<file path="src/aes_round_keys.mem">
// AES-256 round keys 0..14 for key 000102..1f, one per line
// 128-bit hex, core byte order with FIPS byte 0 in the last two digits
0f0e0d0c0b0a09080706050403020100
1f1e1d1c1b1a19181716151413121110
9cc072a593ce7fa998c476a19fc273a5
deba4006c1a45d1adabe4402cda85116
6715fc03fbd58ea6681bf10ff0df87ae
8d51b87353ebf875924fa56f48f1e16d
8b59d56cec4c296f1799a7c97f8256c6
39cf0754b49ebf27e7754752753ae23d
2f1c87c1a44552ad48097bc25f90dc0b
0a820a64334d0d3087d3b21760a6f545
dfa761d2f0bbe61354feb4be1cf7cf7c
40e6afb34a64a5d77929a8e7fefa1af0
0a1c725ad5bb13882500f59b71fe4125
eacdf8cdaa2b577ee04ff2a999665a4e
36de686d3cc21a37e97909bfcc79fc24

</file>
<file path="src/aes_pkg.sv">
//************************************************
// Shared types, sizes and GF(2^8) helpers for the AES-256 encryption core.
// Imported by wildcard in each design module.
//************************************************

package aes_pkg;

    localparam int AES_ROUNDS  = 14;    // AES-256 round count
    localparam int AES_BYTES   = 16;    // Bytes in the state
    localparam int AES_KEYS    = 15;    // Round keys incl. initial key
    localparam int AES_LATENCY = 267;   // Start edge to done edge

    // One state word, seen as bytes or as columns
    // Byte k is FIPS state byte k, column c holds bytes 4c..4c+3
    typedef union packed {
        logic [AES_BYTES-1:0][7:0] b;   // Byte view, S-box and ShiftRows
        logic [3:0][31:0]          col; // Column view, MixColumns and key add
    } aes_block_u;

    typedef enum logic [2:0] {
        st_idle,
        st_add_key,
        st_sub_bytes,
        st_drain,       // Last S-box result still in flight
        st_mix,
        st_done
    } aes_ctrl_st_e;

    // Multiply by x modulo x^8+x^4+x^3+x+1
    function automatic logic [7:0] xtime(input logic [7:0] a);
        return {a[6:0], 1'b0} ^ (a[7] ? 8'h1b : 8'h00);
    endfunction

    // Shift-and-add GF(2^8) product
    function automatic logic [7:0] gf_mul(input logic [7:0] a, input logic [7:0] b);
        logic [7:0] p;
        logic [7:0] acc;
        p   = a;
        acc = 8'h00;
        for (int i = 0; i < 8; i++)
        begin
            if (b[i])
                acc = acc ^ p;
            p = xtime(p);
        end
        return acc;
    endfunction

    // Inverse as a^254, then the affine map; zero maps to 63
    function automatic logic [7:0] sbox(input logic [7:0] a);
        logic [7:0] sq;
        logic [7:0] inv;
        sq  = a;
        inv = 8'h01;
        for (int i = 1; i < 8; i++)
        begin
            sq  = gf_mul(sq, sq);   // a^(2^i)
            inv = gf_mul(inv, sq);
        end
        return inv ^ {inv[6:0], inv[7]} ^ {inv[5:0], inv[7:6]}
                   ^ {inv[4:0], inv[7:5]} ^ {inv[3:0], inv[7:4]} ^ 8'h63;
    endfunction

    // Row 0 sits in the low byte of the column
    function automatic logic [31:0] mix_column(input logic [31:0] col);
        logic [7:0] s0, s1, s2, s3;
        logic [7:0] r0, r1, r2, r3;
        s0 = col[7:0];
        s1 = col[15:8];
        s2 = col[23:16];
        s3 = col[31:24];
        r0 = xtime(s0) ^ xtime(s1) ^ s1 ^ s2 ^ s3;     // 2 3 1 1
        r1 = s0 ^ xtime(s1) ^ xtime(s2) ^ s2 ^ s3;     // 1 2 3 1
        r2 = s0 ^ s1 ^ xtime(s2) ^ xtime(s3) ^ s3;     // 1 1 2 3
        r3 = xtime(s0) ^ s0 ^ s1 ^ s2 ^ xtime(s3);     // 3 1 1 2
        return {r3, r2, r1, r0};
    endfunction

endpackage

</file>
<file path="src/aes256_enc.sv">
//************************************************
// AES-256 encryption core, fixed key. Strobe ctrl_data_in with a block,
// the ciphertext follows with a one-cycle ctrl_data_out.
//************************************************
`timescale 1ns/1ps

module aes256_enc
    import aes_pkg::*;
(
    input  logic         clk,
    input  logic         resetn,
    input  logic [127:0] inp_aes,       // Byte k in bits 8k+7:8k
    input  logic         ctrl_data_in,  // Start strobe
    output logic [127:0] out_aes,       // Held until the next result
    output logic         ctrl_data_out  // Done strobe
);

    aes_block_u in_block;
    aes_block_u round_key;
    aes_block_u state;
    aes_block_u shifted;
    logic [7:0] sub_byte;
    logic       sub_valid;
    logic       load_state, add_key, sub_start, skip_mix, done, busy;
    logic [3:0] byte_idx;
    logic [3:0] round;

    // Capture only when the core accepts the strobe
    always_ff @(posedge clk)
    begin
        if (ctrl_data_in && !busy)
            in_block <= inp_aes;
    end

    always_ff @(posedge clk or negedge resetn)
    begin
        if (!resetn)
        begin
            ctrl_data_out <= 1'b0;
            out_aes       <= '0;
        end
        else
        begin
            ctrl_data_out <= done;
            if (done)
                out_aes <= state;       // Final key already added
        end
    end

    aes_ctrl aes_ctrl_inst (
        .clk(clk), .resetn(resetn), .start(ctrl_data_in),
        .load_state(load_state), .add_key(add_key), .sub_start(sub_start),
        .byte_idx(byte_idx), .round(round), .skip_mix(skip_mix),
        .done(done), .busy(busy)
    );

    aes_key_rom aes_key_rom_inst (
        .clk(clk), .resetn(resetn), .round(round), .round_key(round_key)
    );

    aes_sbox_stream aes_sbox_stream_inst (
        .clk(clk), .resetn(resetn), .sub_start(sub_start), .state(state),
        .sub_byte(sub_byte), .sub_valid(sub_valid)
    );

    aes_shift_buffer aes_shift_buffer_inst (
        .clk(clk), .resetn(resetn), .sub_valid(sub_valid), .byte_idx(byte_idx),
        .sub_byte(sub_byte), .shifted(shifted)
    );

    aes_mix_add aes_mix_add_inst (
        .clk(clk), .resetn(resetn), .load_state(load_state), .add_key(add_key),
        .skip_mix(skip_mix), .round(round), .inp_block(in_block),
        .shifted(shifted), .round_key(round_key), .state(state)
    );

    // Single-cycle done, FSM already back in idle
    assert property (@(posedge clk) disable iff (!resetn)
        ctrl_data_out |-> !$past(ctrl_data_out) && aes_ctrl_inst.ctrl_st == st_idle);

endmodule

</file>
<file path="src/aes_ctrl.sv">
//************************************************
// Round sequencer. Counts rounds and bytes and drives the datapath strobes.
//************************************************
`timescale 1ns/1ps

module aes_ctrl
    import aes_pkg::*;
(
    input  logic       clk,
    input  logic       resetn,
    input  logic       start,       // Ignored unless idle
    output logic       load_state,
    output logic       add_key,
    output logic       sub_start,
    output logic [3:0] byte_idx,
    output logic [3:0] round,
    output logic       skip_mix,
    output logic       done,
    output logic       busy
);

    aes_ctrl_st_e ctrl_st, ctrl_st_next;
    logic [3:0]   byte_cnt;
    logic [3:0]   round_cnt;

    always_ff @(posedge clk or negedge resetn)
    begin
        if (!resetn)
            ctrl_st <= st_idle;
        else
            ctrl_st <= ctrl_st_next;
    end

    always_comb
    begin
        ctrl_st_next = ctrl_st;
        case (ctrl_st)
            st_idle:      if (start) ctrl_st_next = st_add_key;
            st_add_key:   ctrl_st_next = skip_mix ? st_done : st_sub_bytes;
            st_sub_bytes: if (byte_cnt == 4'(AES_BYTES - 1)) ctrl_st_next = st_drain;
            st_drain:     ctrl_st_next = skip_mix ? st_add_key : st_mix;
            st_mix:       ctrl_st_next = st_add_key;
            st_done:      ctrl_st_next = st_idle;
            default:      ctrl_st_next = st_idle;
        endcase
    end

    always_ff @(posedge clk or negedge resetn)
    begin
        if (!resetn)
        begin
            byte_cnt  <= 4'd0;
            round_cnt <= 4'd0;
        end
        else
        begin
            if (ctrl_st == st_sub_bytes)
                byte_cnt <= byte_cnt + 4'd1;   // Wraps to 0 after byte 15
            else
                byte_cnt <= 4'd0;
            // Cleared early so key 0 is ready for a start in the first idle cycle
            if (ctrl_st == st_idle || ctrl_st == st_done)
                round_cnt <= 4'd0;
            else if (ctrl_st == st_sub_bytes && byte_cnt == 4'(AES_BYTES - 1))
                round_cnt <= round_cnt + 4'd1; // Ahead of add_key for the ROM
        end
    end

    assign skip_mix   = (round_cnt == 4'(AES_ROUNDS));
    assign add_key    = (ctrl_st == st_add_key);
    // Mix writes mid round; first and last rounds load in the key cycle
    assign load_state = (ctrl_st == st_mix) ||
                        (add_key && (round_cnt == 4'd0 || skip_mix));
    assign sub_start  = (ctrl_st == st_sub_bytes) && (byte_cnt == 4'd0);
    assign byte_idx   = byte_cnt;
    assign round      = round_cnt;
    assign done       = (ctrl_st == st_done);
    assign busy       = (ctrl_st != st_idle);

    // Key table has AES_KEYS entries
    assert property (@(posedge clk) disable iff (!resetn)
        round_cnt <= 4'(AES_ROUNDS));

endmodule

</file>
<file path="src/aes_key_rom.sv">
//************************************************
// Pre-expanded AES-256 round key table, indexed by round.
//************************************************
`timescale 1ns/1ps

module aes_key_rom
    import aes_pkg::*;
(
    input  logic       clk,
    input  logic       resetn,
    input  logic [3:0] round,       // 0..AES_ROUNDS
    output aes_block_u round_key    // Valid one cycle after round
);

    logic [127:0] rom [AES_KEYS];   // One entry per round, core byte order

    // Key schedule for the fixed key, expanded offline
    initial
    begin
        $readmemh("/design/src/aes_round_keys.mem", rom);
    end

    // Registered read, the controller leads by a cycle
    always_ff @(posedge clk or negedge resetn)
    begin
        if (!resetn)
            round_key <= '0;
        else
            round_key <= rom[round];
    end

endmodule

</file>
<file path="src/aes_mix_add.sv">
//************************************************
// Round state register with MixColumns and AddRoundKey.
// Loads either the input block or the buffer output.
//************************************************
`timescale 1ns/1ps

module aes_mix_add
    import aes_pkg::*;
(
    input  logic       clk,
    input  logic       resetn,
    input  logic       load_state,  // Take a new state word
    input  logic       add_key,     // XOR in round_key
    input  logic       skip_mix,    // Last round
    input  logic [3:0] round,
    input  aes_block_u inp_block,   // Captured plaintext
    input  aes_block_u shifted,     // From the ShiftRows buffer
    input  aes_block_u round_key,
    output aes_block_u state
);

    aes_block_u mixed;
    aes_block_u sel;
    aes_block_u next_state;

    always_comb
    begin
        for (int c = 0; c < 4; c++)
            mixed.col[c] = mix_column(shifted.col[c]);
    end

    always_comb
    begin
        // Round 0 starts from the plaintext
        if (round == 4'd0)
            sel = inp_block;
        else if (skip_mix)
            sel = shifted;
        else
            sel = mixed;

        next_state = load_state ? sel : state;

        // Load and key add may share a cycle
        if (add_key)
            for (int c = 0; c < 4; c++)
                next_state.col[c] = next_state.col[c] ^ round_key.col[c];
    end

    always_ff @(posedge clk or negedge resetn)
    begin
        if (!resetn)
            state <= '0;
        else if (load_state || add_key)
            state <= next_state;
    end

endmodule

</file>
<file path="src/aes_sbox_stream.sv">
//************************************************
// Byte-serial SubBytes stage. Loads the state on sub_start and
// emits one substituted byte per cycle, byte 0 first.
//************************************************
`timescale 1ns/1ps

module aes_sbox_stream
    import aes_pkg::*;
(
    input  logic       clk,
    input  logic       resetn,
    input  logic       sub_start,   // One cycle, state valid
    input  aes_block_u state,
    output logic [7:0] sub_byte,    // Registered S-box output
    output logic       sub_valid    // High for 16 result bytes
);

    logic [127:0] shreg;            // Bytes still to go, next in low byte
    logic [3:0]   left;             // Bytes left after the current one
    logic         feeding;
    logic [7:0]   feed_byte;

    assign feeding   = sub_start || (left != 4'd0);
    // Byte 0 bypasses the shift register
    assign feed_byte = sub_start ? state.b[0] : shreg[7:0];

    // Payload shift register
    always_ff @(posedge clk)
    begin
        if (sub_start)
            shreg <= {8'h00, state.b[AES_BYTES-1:1]};
        else if (left != 4'd0)
            shreg <= {8'h00, shreg[127:8]};    // Next byte down
    end

    always_ff @(posedge clk or negedge resetn)
    begin
        if (!resetn)
        begin
            left      <= 4'd0;
            sub_valid <= 1'b0;
            sub_byte  <= 8'h00;
        end
        else
        begin
            sub_valid <= feeding;               // Tracks the S-box register
            if (feeding)
                sub_byte <= sbox(feed_byte);
            if (sub_start)
                left <= 4'(AES_BYTES - 1);
            else if (left != 4'd0)
                left <= left - 4'd1;
        end
    end

endmodule

</file>
<file path="src/aes_shift_buffer.sv">
//************************************************
// Collects the substituted bytes and reads them out through ShiftRows.
//************************************************
`timescale 1ns/1ps

module aes_shift_buffer
    import aes_pkg::*;
(
    input  logic       clk,
    input  logic       resetn,
    input  logic       sub_valid,
    input  logic [3:0] byte_idx,    // Index of the byte entering the S-box
    input  logic [7:0] sub_byte,
    output aes_block_u shifted      // ShiftRows view of the stored bytes
);

    aes_block_u store;
    logic [3:0] idx_d;              // Index aligned with sub_byte

    // One cycle of delay, same as the S-box register
    always_ff @(posedge clk or negedge resetn)
    begin
        if (!resetn)
            idx_d <= 4'd0;
        else
            idx_d <= byte_idx;
    end

    always_ff @(posedge clk)
    begin
        if (sub_valid)
            store.b[idx_d] <= sub_byte;
    end

    // Row r rotates left by r columns
    always_comb
    begin
        for (int c = 0; c < 4; c++)
            for (int r = 0; r < 4; r++)
                shifted.b[r + 4*c] = store.b[r + 4*((c + r) % 4)];
    end

    // Stream starts at byte 0 and walks the block in order
    assert property (@(posedge clk) disable iff (!resetn)
        $rose(sub_valid) |-> idx_d == 4'd0);
    assert property (@(posedge clk) disable iff (!resetn)
        sub_valid && $past(sub_valid) |-> idx_d == $past(idx_d) + 4'd1);

endmodule

</file>
<file path="config.mk">
export PLATFORM = sky130hd
export DESIGN_NAME = aes256_enc
export DESIGN_NICKNAME = d
export VERILOG_FILES = /design/src/aes_pkg.sv /design/src/aes256_enc.sv /design/src/aes_ctrl.sv /design/src/aes_key_rom.sv /design/src/aes_mix_add.sv /design/src/aes_sbox_stream.sv /design/src/aes_shift_buffer.sv
export SDC_FILE = /design/constraint.sdc
export NUM_CORES = 2
export LEC_CHECK = 0
export ABC_CLOCK_PERIOD_IN_PS = 19100
export BUFFER_PORTS_ARGS = -buffer_cell sky130_fd_sc_hd__buf_4
export CAP_MARGIN = 30
export CORE_UTILIZATION = 45
export CTS_CLUSTER_SIZE = 28
export DETAILED_ROUTE_END_ITERATION = 10
export GPL_TIMING_DRIVEN = 1
export PLACE_DENSITY = 0.62
export SLEW_MARGIN = 20
export SYNTH_ARGS = -nofsm -noshare
export SYNTH_HDL_FRONTEND = slang
export SYNTH_SLANG_ARGS = --single-unit
</file>
<file path="constraint.sdc">
create_clock -name clk -period 19.1 [get_ports clk]
set_clock_uncertainty 0.15 [all_clocks]
set_input_delay 1.91 -clock clk [delete_from_list [all_inputs] [get_ports clk]]
set_output_delay 1.91 -clock clk [all_outputs]
set_load 0.005 [all_outputs]
</file>
## Word-level counts from Yosys, hierarchy flattened

Index checks and enable logic that the tools add are counted.

- Add/sub/neg operators: 3
- Multiply operators: 0
- Div/mod/pow operators: 0
- $lt $le $gt $ge: 2
- Equal/unequal tests: 9
- Shifts and indexed selects: 0
- Multiplexer cells: 351
- Bitwise gates (word level): 278
- Reduce and logical (&&, ||, !) cells: 19

Operator list:

| operator | number |
|---|---|
| bitwise XOR 8 bit | 265 |
| 2-to-1 mux 8 bit | 219 |
| 2-to-1 mux 5 bit | 108 |
| 2-to-1 mux 128 bit | 4 |
| 2-to-1 mux 120 bit | 2 |
| bitwise mux 128 bit | 1 |
| bitwise XOR 32 bit | 4 |
| demux 8 bit (select 4 bit) | 1 |
| 2-to-1 mux 4 bit | 6 |
| 2-to-1 mux 3 bit | 5 |
| case mux 3 bit (5 select lines) | 1 |
| adder 4 x 1 -> 4 bit (second input constant) | 2 |
| == test 4 bit (second input constant) | 2 |
| logical NOT 4 bit | 2 |
| bitwise XOR 8 x 5 -> 8 bit | 1 |
| 2-to-1 mux 7 bit | 1 |
| inverter 1 bit | 7 |
| == test 3 x 2 -> 1 bit (second input constant) | 2 |
| == test 3 bit (second input constant) | 2 |
| 2-to-1 mux 6 bit | 1 |
| logical AND 1 bit | 5 |
| logical OR 1 bit | 5 |
| less-than comparator 4 x 5 -> 1 bit (second input constant) | 1 |
| >= comparator 4 x 1 -> 1 bit (second input constant) | 1 |
| 12 further kinds | 14 |

- Register bits: 789
- Latch bits: 0
- Bits in writable memories: 0
- Memory bits (read-only): 0
- Output and inout bits: 129
- Memories kept: 0

## Depth between registers and ports, before layout

- Word-level depth: 192
- Mapped depth: 75
- Gate-level depth less buffers: 59

## By module

From an unflattened synthesis, not the netlist that was laid out.

- Cell total of the unflattened synthesis: 4,990
- Area total of the unflattened synthesis: 50,855.0 sq um

By module, submodules not included:

| module | times used | cells each | area each (sq um) | seq. area each (sq um) |
|---|---|---|---|---|
| aes_sbox_stream | 1 | 2,547 | 22,382.7 | 3,928.8 |
| aes_mix_add | 1 | 1,689 | 14,010.9 | 3,203.1 |
| aes256_enc | 1 | 400 | 8,697.1 | 7,071.8 |
| aes_shift_buffer | 1 | 159 | 4,115.2 | 3,943.8 |
| aes_key_rom | 1 | 129 | 964.7 | 0.0 |
| aes_ctrl | 1 | 66 | 684.4 | 275.3 |

## Least setup slack after synthesis

No wires, ideal clock.

- Kind: reg2reg
- Start point: register aes_ctrl_inst.byte_cnt[0] (netlist: aes_ctrl_inst.byte_idx[0])
- End point: register aes_sbox_stream_inst.sub_byte[7]
- Library setup time: 0.330 ns
- Arrival: 17.042 ns
- Setup slack: 1.577 ns
- Stages on the path, launching flop included: 72
- Period minus slack after synthesis: 17.523 ns
- Path through: dfrtp_1 > inv_1 > ha_1 > or3b_2 > buf_1 > nor2_1 > buf_4 > buf_6 > clkbuf_1 > clkbuf_1 > nand2_1 > nand2_1 > ha_1 > clkbuf_1 > clkbuf_1 > nand2_1 > xnor2_1 > mux2i_1 > [... 36 more ...] > mux2i_1 > a21oi_1 > o311a_1 > a21oi_1 > mux2_2 > o21ai_1 > a21oi_1 > xnor3_2 > xnor3_2 > nor2_1 > xnor3_1 > xnor3_1 > xnor2_1 > xnor2_1 > xnor2_2 > xnor3_2 > xnor3_1 > a21oi_1

- Cells in the longest elaborated chain, start to end: 191
- Elaborated cells on any way between the ends: 505
- Classes of those cells: mux (316); bitwise (186); reduce/logical (3)

Ends and longest elaborated chain:

| what | RTL line | text |
|---|---|---|
| from (decl) | aes_ctrl.sv:23 | `logic [3:0] byte_cnt;` |
| from (signal assigned) | aes_ctrl.sv:58 | `byte_cnt <= byte_cnt + 4'd1;` |
| logical NOT 4 bit * | aes_ctrl.sv:74 | `assign sub_start = (ctrl_st == st_sub_bytes) && (byte_cnt == 4'd0);` |
| logical AND 1 bit * | aes_ctrl.sv:74 |  |
| 2-to-1 mux 8 bit | aes_sbox_stream.sv:25 | `assign feed_byte = sub_start ? state.b[0] : shreg[7:0];` |
| 2-to-1 mux 8 bit / 2-to-1 mux 5 bit (equally long branches) | aes_pkg.sv:42, aes_pkg.sv:31 |  |
| 2-to-1 mux 8 bit / bitwise XOR 8 bit (equally long branches) | aes_sbox_stream.sv:47, aes_pkg.sv:31 |  |
| bitwise XOR 8 bit | aes_pkg.sv:43 | `acc = acc ^ p;` |
| 2-to-1 mux 8 bit | aes_pkg.sv:42 | `if (b[i])` |
| 2-to-1 mux 8 bit | aes_sbox_stream.sv:47 | `if (feeding)` |
| [... 173 more ...] | -- |  |
| bitwise XOR 8 bit | aes_pkg.sv:43 |  |
| 2-to-1 mux 8 bit | aes_pkg.sv:42 |  |
| 2-to-1 mux 8 bit | aes_sbox_stream.sv:47 |  |
| bitwise XOR 8 bit | aes_pkg.sv:43 |  |
| 2-to-1 mux 8 bit | aes_pkg.sv:42 |  |
| 2-to-1 mux 8 bit | aes_sbox_stream.sv:47 |  |
| bitwise XOR 8 bit (2 in series) | aes_pkg.sv:60 | `return inv ^ {inv[6:0], inv[7]} ^ {inv[5:0], inv[7:6]}` |
| bitwise XOR 8 bit (2 in series) | aes_pkg.sv:61 | `^ {inv[4:0], inv[7:5]} ^ {inv[3:0], inv[7:4]} ^ 8'h63;` |
| to (signal assigned) | aes_sbox_stream.sv:48 | `sub_byte <= sbox(feed_byte);` |
| to (decl) | aes_sbox_stream.sv:14 | `output logic [7:0] sub_byte,` |

Mark *: on every way between the ends. The rest lies on a longest branch, timed or not. The select of a mux whose other input is x is not followed.
A chain may end at the register's enable or synchronous reset.

## Worst setup path after layout

- Start point: register aes_ctrl_inst.byte_cnt[0] (netlist: aes_ctrl_inst.byte_idx[0])
- End point: register aes_sbox_stream_inst.sub_byte[5]

- Cells in the longest elaborated chain, start to end: 192
- Elaborated cells on any way between the ends: 506
- Classes of those cells: mux (316); bitwise (187); reduce/logical (3)

Ends and longest elaborated chain:

| what | RTL line |
|---|---|
| logical NOT 4 bit * | aes_ctrl.sv:74 |
| logical AND 1 bit * | aes_ctrl.sv:74 |
| 2-to-1 mux 8 bit | aes_sbox_stream.sv:25 |
| 2-to-1 mux 8 bit / 2-to-1 mux 5 bit (equally long branches) | aes_pkg.sv:42, aes_pkg.sv:31 |
| 2-to-1 mux 8 bit / bitwise XOR 8 bit (equally long branches) | aes_sbox_stream.sv:47, aes_pkg.sv:31 |
| bitwise XOR 8 bit | aes_pkg.sv:43 |
| 2-to-1 mux 8 bit | aes_pkg.sv:42 |
| 2-to-1 mux 8 bit | aes_sbox_stream.sv:47 |
| [... 174 more ...] | -- |
| 2-to-1 mux 8 bit | aes_pkg.sv:42 |
| 2-to-1 mux 8 bit | aes_sbox_stream.sv:47 |
| bitwise XOR 8 bit | aes_pkg.sv:43 |
| 2-to-1 mux 8 bit | aes_pkg.sv:42 |
| 2-to-1 mux 8 bit | aes_sbox_stream.sv:47 |
| bitwise XOR 8 bit (2 in series) | aes_pkg.sv:60 |
| bitwise XOR 8 bit (2 in series) | aes_pkg.sv:61 |
| inverter 4 bit (no source line) | -- |

Marked as above.

==> impl_metrics.csv <==
group,metric,value,unit
outcome,status,"complete, no violations",
power,p_seq_frac,0.511,
cts,htree_levels,3,
timing,period_share,0.942,
timing,finalSetupViolCount,0,
global_route,grt_max_degree,104,
detailed_routing,dr.pass1.iters,6,
floorplanning,io_pins,260,
worst_setup_path,max_stage_delay,0.74,ns
yosys,synth-edff-count,376,
global_route,grt_usage,0.265,
timing,setup_tns,0,ns
job,max_cap_viol_count,0,
worst_setup_path,cp_max_fo,23,
placed_design,place.port_buffers,259,
detailed_routing,wl_per_cell,21.2,um
floorplanning,rows,117,
final_layout,area_growth,12.8,%
power,pwr_density_cell,56.6,nW/um^2
cts,cts-root-buf,"clkbuf_16",
global_route,grt_pass1_vias,34800,
floorplanning,start_util,0.454,
worst_setup_path,cp.arrival,18.36,ns
power,power_switching,0.000629,W
yosys,synthCells,4997,
yosys,avgSynthCellArea,9.22,sq um
worst_setup_path,cpLargestDelayFamily,"XOR/XNOR gates",
floorplanning,core-area,102000,sq um
yosys,yosys_warnings,0,
final_layout,seqCellArea,18400,sq um
yosys,synth_top_area_frac,0.245,
detailed_routing,drtAntennaViolNets,0,
worst_setup_path,start_kind,"flip-flop",
placed_design,gp_congestion,0.920,
final_layout,fin_nets,5265,
power,p_comb_frac,0.013,
floorplanning,die-height,322,um
timing,slew_violations,0,
yosys,synth_area_leaders,"edfxtp_1, dfrtp_1, xnor2_1, nand2_1, xnor3_1",
yosys,async_flop_share,0.431,
power,p_sw_frac,0.214,
power,total_power,0.00294,W
global_route,grt_antenna_before_repair,8,
cts,hold_buffers,0,
detailed_routing,drc,0,
final_layout,drive_gt1_frac,0.126,
worst_setup_path,critical_path_required,19.46,ns
yosys,synth-seq-cells,661,
detailed_routing,first_iter_violations,3532,
yosys,ys_top_cells_by_count,"nand2_1, xnor2_1, edfxtp_1",
placed_design,hpwlAfterDp,98700,um
worst_setup_path,cp-end-kind,"flip-flop",
floorplanning,die_w,322,um
yosys,yosysUniqueCellTypes,105,
yosys,seq_area_frac_synth,0.400,
timing,slew_headroom,0.322,
cts,clk_pin_slew,0.06,ns
yosys,yosysTopAreaCell,"edfxtp_1",
final_layout,multi_input_area,26300,sq um
power,p_leak,21.6,nW
cts,numClockSinks,661,
detailed_routing,via_per_inst,5.57,
cts,cts.path.max_buffers,3,
worst_setup_path,critPathBufInv,4,
hold_path,hold_class,"reg2reg",
cts,cts-buffers-inserted,72,
timing,max_freq,0.0556,GHz
timing,max_slew.worst_pin.slew,1.01,ns
floorplanning,dieArea,104000,sq um
power,ir_drop,0.0000539,V
power,internal_power,0.00231,W
timing,hold_viol,0,
yosys,synthFlopType,"edfxtp_1",
yosys,syn_area,46100,sq um
global_route,grt_pass1_wl,214000,um
yosys,synthesis.nets,5142,
worst_setup_path,critical_path_class,"reg2reg",
timing,min_period,18.00,ns
timing,rsz0062_at_grt,"no",
worst_setup_path,slowest_stage,"xnor3_2",
global_route,overflow,0,
power,pwr-share-clk,0.476,
cts,clock_latency,0.64,ns
detailed_routing,routed_wl,139000,um
detailed_routing,num_vias,36400,
yosys,yosysMostFrequentCell,"nand2_1",
final_layout,fillers,9507,
cts,cts_tree,"built",
==> layer usage <==
metal	vias to the layer above	GRT usage	share of wire
li1	17400	-	-
met1	17600	0.367	0.44
met2	1229	0.440	0.48
met3	190	0.0296	0.058
met4	10	0.0693	0.024
met5	-	0	0.00053
==> metrics by stage <==
stage,cell area (sq um),setup slack [ns],util,hold WS (ns),instances
finish,52000,1.10,0.512,0.288,6548
global route,52000,0.0688,0.512,0.299,6547
CTS,51900,0.723,0.510,0.286,6542
detailed placement,49500,0.800,0.487,0.266,6409
global placement,49400,1.29,0.486,0.268,6402
floorplan,46100,1.58,-,0.248,4997
==> registers in the layout (all words and copies together), names as in the netlist <==
signal / cells
aes_ctrl_inst.ctrl_st: 3
aes_shift_buffer_inst.store: 128
aes_ctrl_inst.byte_idx: 4
ctrl_data_out: 1
aes_sbox_stream_inst.sub_valid: 1
aes_shift_buffer_inst.idx_d: 4
in_block: 128
aes_sbox_stream_inst.left: 4
aes_sbox_stream_inst.shreg: 120
out_aes: 128
aes_sbox_stream_inst.sub_byte: 8
aes_ctrl_inst.round: 4
aes_mix_add_inst.state: 128
==> area by class of cell <==
class,count,area share
antenna,1,0.0000481
clock buffer,93,0.0387
clock inverter,40,0.00650
inverter,31,0.00231
multi-input combinational,3962,0.507
sequential,661,0.354
tap,1368,0.0329
timing repair buffer,392,0.0586
==> cells in the final DEF (no fill, tap or decap), types with 35 or more instances in the layout <==
master	netlist	routed
nand2_1	1198	1194
xnor2_1	695	684
buf_4	4	385
edfxtp_1	376	376
nor2_1	370	369
o21ai_0	328	328
dfrtp_1	285	285
xor2_1	222	221
o211ai_1	145	145
a21oi_1	126	126
xnor3_1	100	98
nor3_1	80	80
clkbuf_16	0	74
nand3_1	66	66
mux2i_1	61	59
o22ai_1	35	35
==> cells by family (layout without fill, tap and decap cells) <==
kind of cell    count (synthesis)  in the layout  share of synthesized area
fa+ha+maj                      14             14                    0.00380
xor+xnor                     1076           1076                      0.249
mux                            89             89                     0.0204
compound gates                885            885                      0.123
flops                         661            661                      0.400
simple gates                 1898           1898                      0.171
buf+inv                       374            556                     0.0328
other cells                     0              1                          0
==> worst register-to-register path: cells and delay by family, from the launching register on <==
kind / cells / cell delay (ns)
flops: 1 / 0.43
simple gates: 9 / 2.28
mux: 1 / 0.26
buf+inv: 4 / 0.81
compound gates: 9 / 2.91
fa+ha+maj: 2 / 0.78
xor+xnor: 29 / 10.27
==> power groups by stage <==
stage | registers, W | logic [W] | clock network, W
3_3_place_gp | 0.00153 | 0.0000386 | 0
6_report | 0.00150 | 0.0000393 | 0.00140
3_5_place_dp | 0.00153 | 0.0000387 | 0
2_1_floorplan | 0.00153 | 0.0000000829 | 0
4_1_cts | 0.00150 | 0.0000389 | 0.00143
5_1_grt | 0.00150 | 0.0000428 | 0.00148
==> what timing repair did <==
| item | 4_1_cts | 5_1_grt |
|---|---|---|
| setup buffers | 0 | 0 |
| gates resized for setup | 0 | 10 |
| endpoints found under the hold margin | 0 | 0 |
| endpoints found under the setup margin | 0 | 8 |
==> path summary, 6_finish.rpt <==
path | from | end | slack (ns) | depth (start not counted)
min reg2reg | aes_ctrl_inst.byte_idx[1] | aes_shift_buffer_inst.idx_d[1] | 0.29 | 0
min in group asynchronous | resetn | out_aes[76] | 1.13 | 1
max reg2reg | aes_ctrl_inst.byte_idx[0] | aes_sbox_stream_inst.sub_byte[5] | 1.10 | 54
max | aes_ctrl_inst.byte_idx[0] | aes_sbox_stream_inst.sub_byte[5] | 1.10 | 54
min | aes_ctrl_inst.byte_idx[1] | aes_shift_buffer_inst.idx_d[1] | 0.29 | 0
max in group asynchronous | resetn | aes_mix_add_inst.state[17] | 15.75 | 4
Power figures use the tool's default switching activity.
